==> src/riscv_v_consts.svh <==
/*
 * Width constants for the vector multiply datapath
 * Data, lane and byte widths, lane count, vedic recursion floor
 */

`ifndef RISCV_V_CONSTS_SVH
`define RISCV_V_CONSTS_SVH

// Full vector datapath
`define RV_DATA_WIDTH 64

// One multiplier lane
`define RV_LANE_WIDTH 32

// Lanes across the datapath
`define RV_NUM_LANES 2

// Smallest element size
`define RV_BYTE_WIDTH 8

// Vedic recursion stops here and multiplies directly
`define RV_MIN_VEDIC_WIDTH 2

`endif
==> src/riscv_v_pkg.sv <==
/*
 * Shared types for the vector multiply unit
 * Element size and opcode enums
 */

package riscv_v_pkg;

    // Element size of one operation
    typedef enum logic [1:0] {
        OSIZE_8  = 2'd0,
        OSIZE_16 = 2'd1,
        OSIZE_32 = 2'd2
    } osize_e;

    // Which half of the double-width product is returned
    typedef enum logic {
        MUL_LO = 1'b0,
        MUL_HI = 1'b1
    } mul_op_e;

endpackage : riscv_v_pkg

==> src/vmul_writeback.sv <==
/*
 * Writeback stage of the vector multiply unit
 * Low/high half selection, packing and output register
 */

`timescale 1ns/1ps

`include "riscv_v_consts.svh"

module vmul_writeback
    import riscv_v_pkg::*;
(
    input  logic                                            clk,
    input  logic                                            rst_n,
    input  logic                                            stage_valid,
    input  mul_op_e                                         stage_op,
    input  osize_e                                          stage_osize,
    input  logic [`RV_NUM_LANES-1:0][2*`RV_LANE_WIDTH-1:0]  lane_prod,
    output logic                                            out_valid,
    output logic [`RV_DATA_WIDTH-1:0]                       result
);

    localparam int LW = `RV_LANE_WIDTH;
    localparam int BW = `RV_BYTE_WIDTH;

    logic [`RV_DATA_WIDTH-1:0] packed_res;
    int unsigned               hi_sel;

    assign hi_sel = (stage_op == MUL_HI) ? 1 : 0;

    // Pick one half of each double-width product
    always_comb begin
        packed_res = '0;
        for (int l = 0; l < `RV_NUM_LANES; l++) begin
            case (stage_osize)
                OSIZE_8: begin
                    for (int e = 0; e < LW / BW; e++) begin
                        packed_res[l*LW + e*BW +: BW] = lane_prod[l][(2*e + hi_sel)*BW +: BW];
                    end
                end
                OSIZE_16: begin
                    for (int e = 0; e < LW / (2*BW); e++) begin
                        packed_res[l*LW + e*2*BW +: 2*BW] =
                            lane_prod[l][(2*e + hi_sel)*2*BW +: 2*BW];
                    end
                end
                default: begin
                    packed_res[l*LW +: LW] = lane_prod[l][hi_sel*LW +: LW];
                end
            endcase
        end
    end

    always_ff @(posedge clk) begin
        if (!rst_n) begin
            out_valid <= 1'b0;
            result    <= '0;
        end else begin
            out_valid <= stage_valid;
            if (stage_valid) begin
                result <= packed_res;
            end
        end
    end

    a_result_known: assert property (@(posedge clk) disable iff (!rst_n)
        out_valid |-> !$isunknown(result))
        else $error("vmul_writeback: unknown bits in result");

endmodule : vmul_writeback

==> config.mk <==
export PLATFORM = sky130hd
export DESIGN_NAME = vmul_writeback
export DESIGN_NICKNAME = d
export VERILOG_FILES = /design/src/riscv_v_pkg.sv /design/src/vmul_writeback.sv
export VERILOG_INCLUDE_DIRS = /design/src
export SDC_FILE = /design/constraint.sdc
export NUM_CORES = 1
export LEC_CHECK = 0
export ABC_CLOCK_PERIOD_IN_PS = 1500
export BUFFER_PORTS_ARGS = -buffer_cell sky130_fd_sc_hd__buf_2
export CAP_MARGIN = 20
export CORE_UTILIZATION = 45
export CTS_CLUSTER_DIAMETER = 30
export DETAILED_ROUTE_END_ITERATION = 6
export HOLD_SLACK_MARGIN = 0.02
export PLACE_DENSITY = 0.79
export SLEW_MARGIN = 10
export SYNTH_ARGS = -nofsm -noshare
export SYNTH_HDL_FRONTEND = slang
export SYNTH_SLANG_ARGS = --single-unit
==> constraint.sdc <==
create_clock -name clk -period 1.5 [get_ports clk]
set_input_delay 0.075 -clock clk [delete_from_list [all_inputs] [get_ports clk]]
set_output_delay 0.075 -clock clk [all_outputs]
set_load 0.02 [all_outputs]
# == Yosys cells after proc, flatten, opt, wreduce, memory -nomap -nowiden ==
# Cells that the tools add are included.
# W data, S select, Z words.
# word_totals
register_bits,65
out_inout_bits,65
# classes
mux,3
reduce_logical,1
shifts,14
n_eq_ne,1
addsub,3
# ops
op,count
$shiftx A64 B33 Y8,4
$pmux W32 S2,2
$shiftx A64 B5 Y8,2
$shiftx A64 B6 Y16,2
$shiftx A64 B7 Y32,2
$shiftx A64 B8 Y8,2
$shiftx A64 B33 Y16,1
$shiftx A64 B8 Y16,1
$add A3 B1 Y4 const A,2
$add A2 B1 Y3 const A,1
$eq A2 B1 Y1 const B,1
$logic_not A2 Y1,1
$mux W1,1

# == Logic depth before layout (Yosys ltp) ==
# Gate-level depths: netlist (run 1).
# depth
word_depth,4
depth_mapped,6

# == Worst setup path after synthesis (run 1) ==
# No wires, ideal clock.
# synth_timing
kind,input to register
startpoint,input stage_osize[1]
endpoint,register result[16]
setup_slack_ns,0.425
t_arrival_ns,0.939
path_stages,5
setup_ns,0.137
required_time_ns,1.363
path_cell_list,buf_6 buf_2 mux2_2 o211ai_1 a31oi_1
# synth_between
elab_chain_len,2
word_cells_on_any_way,3
cone_classes,eq/ne: 1; mux: 1; reduce/logical: 1
# synth_rtl
element,line_no,source
start: declaration,vmul_writeback.sv:17,"input osize_e stage_osize,"
$eq A2 B1 Y1 or $logic_not A2 Y1 (tied branches),vmul_writeback.sv:35,case (stage_osize)
$pmux W32 S2 *,vmul_writeback.sv:35,
end signal: assignment,vmul_writeback.sv:61,result <= packed_res;
end: declaration,vmul_writeback.sv:20,output logic [`RV_DATA_WIDTH-1:0] result
# Every way passes the cells marked *; elsewhere a longest branch is shown, timed or not.
# A chain may end at the register's enable or synchronous reset.

# == Worst setup path after layout (run 1) ==
# layout_timing
startpoint,register result[8]
endpoint,output result[8]
# No word-level cell between the ends.

==> impl_metrics.yaml, run 1 <==
global_route:
  grt_antenna_before_repair: 0
  grt_pass1_vias: 4542
  grt_pass1_wl_um: 22990
  grt_max_degree: 66
  grt.overflow.total: 0
  grt_use_total_pct: 28.89
final_layout:
  utilization_pct: 62.66
  area_growth_pct: 34.77
  nets: 862
  drive_above_1_share_pct: 36.97
  fillers: 864
  final_common_cell: "buf_2"
  layout_common_cells: "buf_2, dfxtp_1, nand2b_1"
floorplanning:
  core-area_mm2: 0.009774
  io_pins: 199
  dieArea_mm2: 0.01050
  num_rows: 36
  die_w_um: 102.5
  die_h_um: 102.5
  start_util_pct: 46.49
worst_setup_path:
  cp_top_family: "flip-flops"
  slowest_stage: "dfxtp_1"
  crit_path_end_kind: "output pin"
  critPathRequiredTime_ns: 1.42
  critPathMaxFanout: 2
  crit_buf_inv: 1
  worstPathArrival_ns: 0.90
  worstPathCellList: "buf_2"
  crit_type: "flip-flop to output pin"
  crit_path_start_kind: "flip-flop"
  slowest_delay_ns: 0.35
flow_run:
  drv_cap: 0
routing:
  drtAntennaViolNets: 0
  wl_per_cell_um: 17.87
  num_vias: 5079
  drc: 0
  drt_wl_total_um: 15510
  vias_per_cell: 5.851
  drt-initial-drc-count: 251
  drtPass1Iterations: 5
clocking:
  cts-buffers-inserted: 9
  clkSlewWorstSetupHoldPaths_ns: 0.09
  cts_root_buffer: "clkbuf_8"
  clk_latency_ns: 0.35
  clock-sinks: 65
  cts_tree: "done"
  htreeDepth: 3
  ctsResizeCount: 0
  clockBufferDepth: 2
synth:
  ys_warn_count: 0
  syn_area_mm2: 0.004544
  synth_seq_area_share_pct: 28.63
  synth.avg_cell_area_um2: 8.510
  synth_top_area_share_pct: 28.63
  synth_nets: 668
  synth_top_area_cell: "dfxtp_1"
  synthCells: 534
  synth_area_leaders: "dfxtp_1, mux2_2, mux2i_1"
  ys_seq_elements: 65
  netlist-cell-type-count: 26
timing:
  slew_headroom_pct: 71.68
  setup_tns_ns: 0
  worst_pin_slew_ns: 0.4244
  final_max_slew_viol_count: 0
  hold_violations: 0
  fin_ws_ns: 0.5229
  min_period_over_period_pct: 65.14
  final.min_clock_period_ns: 0.9771
  skew_ns: 0
  rsz0062_at_grt: "no"
  setup_violations: 0
  max_freq_mhz: 1023
placement:
  io_buffer_count: 198
  dp_slack_ns: 0.1924
  dp_hpwl_um: 10550
  place_congestion: 0.8662
outcome:
  outcome: "completed"
pwr:
  ir_drop_v: 0.0003850
  total_leakage_power_uw: 0.002628
  powerDensity_mw_per_mm2: 810.1
min_path:
  hold_class: "input port to flip-flop"
[per-stage QoR]
| stage | instance area (µm²) | hold WS [ns] | power, µW | cells |
|---|---|---|---|---|
| floorplan | 4544 | 0.2671 | 2811 | 534 |
| global placement | 5637 | 0.3541 | 3301 | 822 |
| detailed placement | 5637 | 0.3661 | 3340 | 822 |
| CTS | 6120 | 0.02083 | 4960 | 866 |
| global route | 6120 | 0.03791 | 5192 | 866 |
| finish | 6125 | 0.02416 | 4961 | 868 |
[where the power goes]
| part | internal, µW | total (µW) | switching [µW] | leakage, µW |
|---|---|---|---|---|
| clock network | 778 | 1580 | 800 | 0.0000921 |
| registers | 1860 | 1920 | 63.0 | 0.000538 |
| logic | 668 | 1460 | 797 | 0.00200 |
[layout make-up]
type                    instances  area [µm²]  share of cell area (%)
diodes                          2       5.005                 0.08172
flip-flops and latches         65        1301                   21.25
repair buffers                246        1539                   25.13
multi-input cells             406        2910                   47.52
clock buffers                   9       123.9                   2.022
well taps                     133       166.4                   2.717
clock inverters                 7       78.83                   1.287
[flip-flops by register name, summed over array words and instances (netlist names)]
name and flops:
out_valid 1, result 64
[synthesized netlist by cell type (all sizes together)]
cell,count
dfxtp,65
nand2b,49
a21oi,48
buf,40
nor2b,33
a21boi,32
mux2,32
mux2i,32
o2111ai,32
o21ai,32
or3,31
clkbuf,23
a31oi,16
nand2,16
o211ai,16
o221a,16
o22ai,16
and2,2
nor2,1
or2,1
or3b,1
[metal layers]
metal  up-vias  global-route usage, %  routed length (µm)
li1       2403                      -                   -
met1      2387                  38.41                6567
met2       255                  44.82                7261
met3        34                  5.695                1303
met4         0                  13.96                 374
met5         -                      0                   0
[path summary, 6_finish.rpt]
check                                from                      end  slack (ns)  cells past startpoint
setup / recovery   result[8]$_SDFFE_PN0P_                result[8]        0.52                      1
hold / removal              lane_prod[71]  result[39]$_SDFFE_PN0P_        0.02                      3
setup reg to reg   result[1]$_SDFFE_PN0P_   result[1]$_SDFFE_PN0P_        0.67                      3
hold reg to reg   result[13]$_SDFFE_PN0P_  result[13]$_SDFFE_PN0P_        0.53                      1
[repair_timing]
item | CTS | global route
setup buffers | 0 | 0
endpoints found under the setup margin | 0 | 0
endpoints found under the hold margin | 28 | 0
hold buffers | 28 | 0
[logic make-up after synthesis]
group                  after synthesis  share of synthesized area (%)
and+or+nand+nor                    134                          17.73
muxes                               64                          14.98
buffers and inverters               63                          7.379
DFF                                 65                          28.63
AOI/OAI and AO/OA                  208                          31.28
Note: power is estimated with default switching activity, not from simulation.
==> inputs of run 2 (changes only) <==
--- a/config.mk
+++ b/config.mk
@@ -6,7 +6,7 @@
 export SDC_FILE = /design/constraint.sdc
 export NUM_CORES = 1
 export LEC_CHECK = 0
-export ABC_CLOCK_PERIOD_IN_PS = 1500
+export ABC_CLOCK_PERIOD_IN_PS = 900
 export BUFFER_PORTS_ARGS = -buffer_cell sky130_fd_sc_hd__buf_2
 export CAP_MARGIN = 20
 export CORE_UTILIZATION = 45
==> constraint.sdc (replaced) <==
create_clock -name clk -period 0.9 [get_ports clk]
set_input_delay 0.045 -clock clk [delete_from_list [all_inputs] [get_ports clk]]
set_output_delay 0.045 -clock clk [all_outputs]
set_load 0.02 [all_outputs]
==> run 2 against run 1 <==
  * The flow now finishes with violations (setup timing)
  * Power is 83% higher
  * Sequential share of layout area decreased by 1.5 points
  * Count of clock-buffer cells in the layout is 3 higher
  * Design area increased by 12%
  * Register-to-register slack worse by 0.63 ns
  * Die area unchanged
  * Combinational power increased by 96%
  * Global-route usage increased by 2.6 points
  * Core utilization up 7.8 points
  * Hold slack improved by 0.0021 ns
  * Worst setup slack got worse by 0.53 ns
  * Cell count up 4.5%
  * Critical path type is now input port to flip-flop
==> impl_metrics.yaml, run 2 (synthesis gave the netlist of run 1 again) <==
routing:
  drtAntennaViolNets: 0
  wl_per_cell_um: 18.90
  dr_wl_met2_um: 8015
  drt-initial-drc-count: 338
  vias_per_cell: 5.922
  num_vias: 5371
  wl_met1_um: 7119
  drc: 0
  routed.top_layer: "met4"
  dr_wl_met3_um: 1407
  drt_wl_total_um: 17150
  drtPass1Iterations: 5
timing:
  fin_ws_ns: -0.003902
  max_freq_mhz: 1106
  rsz0062_at_grt: "yes"
  final.min_clock_period_ns: 0.9039
  slew_headroom_pct: 74.77
  whs_ns: 0.02626
  hold_violations: 0
  setup_tns_ns: -0.003902
  setup_violations: 1
  min_period_over_period_pct: 100.4
  skew_ns: 0
  final_max_slew_viol_count: 0
  worst_pin_slew_ns: 0.3780
pwr:
  ir_drop_v: 0.0009780
  total_leakage_power_uw: 0.002927
  p_total_uw: 9075
  powerDensity_mw_per_mm2: 1318
floorplanning:
  num_rows: 36
  start_util_pct: 46.49
  core-area_mm2: 0.009774
  die_w_um: 102.5
  dieArea_mm2: 0.01050
  io_pins: 199
  die_h_um: 102.5
clocking:
  cts_tree: "done"
  clock-sinks: 65
  htreeDepth: 3
  clkSlewWorstSetupHoldPaths_ns: 0.08
  cts-buffers-inserted: 9
  clk_latency_ns: 0.34
  clockBufferDepth: 2
  cts_root_buffer: "clkbuf_8"
final_layout:
  largest_reg_flops: 64
  utilization_pct: 70.44
  layout_common_cells: "buf_2, buf_4, nand2b_1"
  final_common_cell: "buf_2"
  nets: 902
  area_growth_pct: 51.51
  largest-register: "result"
  drive_above_1_share_pct: 47.48
  top_regs: "result x64, out_valid x1"
worst_setup_path:
  critPathRequiredTime_ns: 1.13
  crit_path_end_kind: "flip-flop"
  worstPathCellList: "buf_4 > buf_4 > nand2b_4 > buf_4 > o2111ai_1 > a21boi_1"
  slowest_stage: "o2111ai_1"
  crit_type: "input port to flip-flop"
  crit_buf_inv: 3
  crit_path_start_kind: "input port"
  slowest_delay_ns: 0.26
  worstPathArrival_ns: 1.13
  critPathMaxFanout: 9
  cpMostUsedCell: "buf_4"
  cp_top_family: "buffers and inverters"
global_route:
  grt_use_total_pct: 31.53
  grt_antenna_before_repair: 1
  grt_max_degree: 36
  grt_pass1_vias: 5058
  grt.overflow.total: 0
  grt_pass1_wl_um: 25500
min_path:
  hold_class: "input port to flip-flop"
outcome:
  outcome: "finished, violations left"
  violations: "setup timing"
placement:
  dp_hpwl_um: 11950
  io_buffer_count: 198
  place_congestion: 0.9744
flow_run:
  drv_cap: 0
## run 2: cell types whose count changed in the layout (fill, tap and decap cells not counted), sizes merged
cell,previous run,this run
dlygate4sd3,28,30
buf,218,256
inv,1,0
clkbuf,9,12
bufinv,1,2
clkinv,2,0
diode,2,1
clkinvlp,3,2
## run 2: through the flow
step | instances | cell area (µm²) | setup WS (ns)
6_report | 907 | 6885 | -0.003902
3_3_place_gp | 859 | 6016 | -0.3995
4_1_cts | 905 | 6724 | 0.00006739
3_5_place_dp | 859 | 6016 | -0.4281
2_1_floorplan | 534 | 4697 | -0.06121
5_1_grt | 907 | 6885 | -0.01596
## run 2: final timing paths
kind | start | depth (start not counted) | endpoint | slack (ns)
worst max register to register | result[59]$_SDFFE_PN0P_ | 3 | result[59]$_SDFFE_PN0P_ | 0.04
worst max-delay path | stage_osize[1] | 6 | result[25]$_SDFFE_PN0P_ | -0.004
worst min-delay path | lane_prod[122] | 3 | result[58]$_SDFFE_PN0P_ | 0.03
worst min register to register | result[43]$_SDFFE_PN0P_ | 1 | result[43]$_SDFFE_PN0P_ | 0.53
## run 2: metal layers
| metal | track usage [%] | vias up |
|---|---|---|
| met2 | 49.74 | 305 |
| met4 | 16.92 | 0 |
| met1 | 40.75 | 2538 |
| li1 | - | 2475 |
| met3 | 5.898 | 53 |
| met5 | 0 | - |
## run 2: final cells by class
class	instances	area (µm²)
multi-input combinational	406	3022
fill	760	2889
timing repair buffer	286	2108
sequential	65	1356
tap	133	166.4
clock buffer	12	155.1
clock inverter	4	75.07
antenna	1	2.502
## run 2: power breakdown
part / internal [µW] / switching [µW]
Sequential: 3130 / 140
Clock: 1710 / 1240
Combinational: 1420 / 1440
Total: 6260 / 2820
## run 2: timing repair
item / CTS / global route
endpoints found under the hold margin: 30 / 0
resized for setup: 75 / 57
setup buffers: 0 / 1
gates cloned: 0 / 0
setup endpoints to repair: 49 / 50
hold buffers: 30 / 0
## run 2: worst min-delay path, stage by stage
cell	delay [ns]
buf_2	0.09
a21oi_2	0.05
a21boi_1	0.14
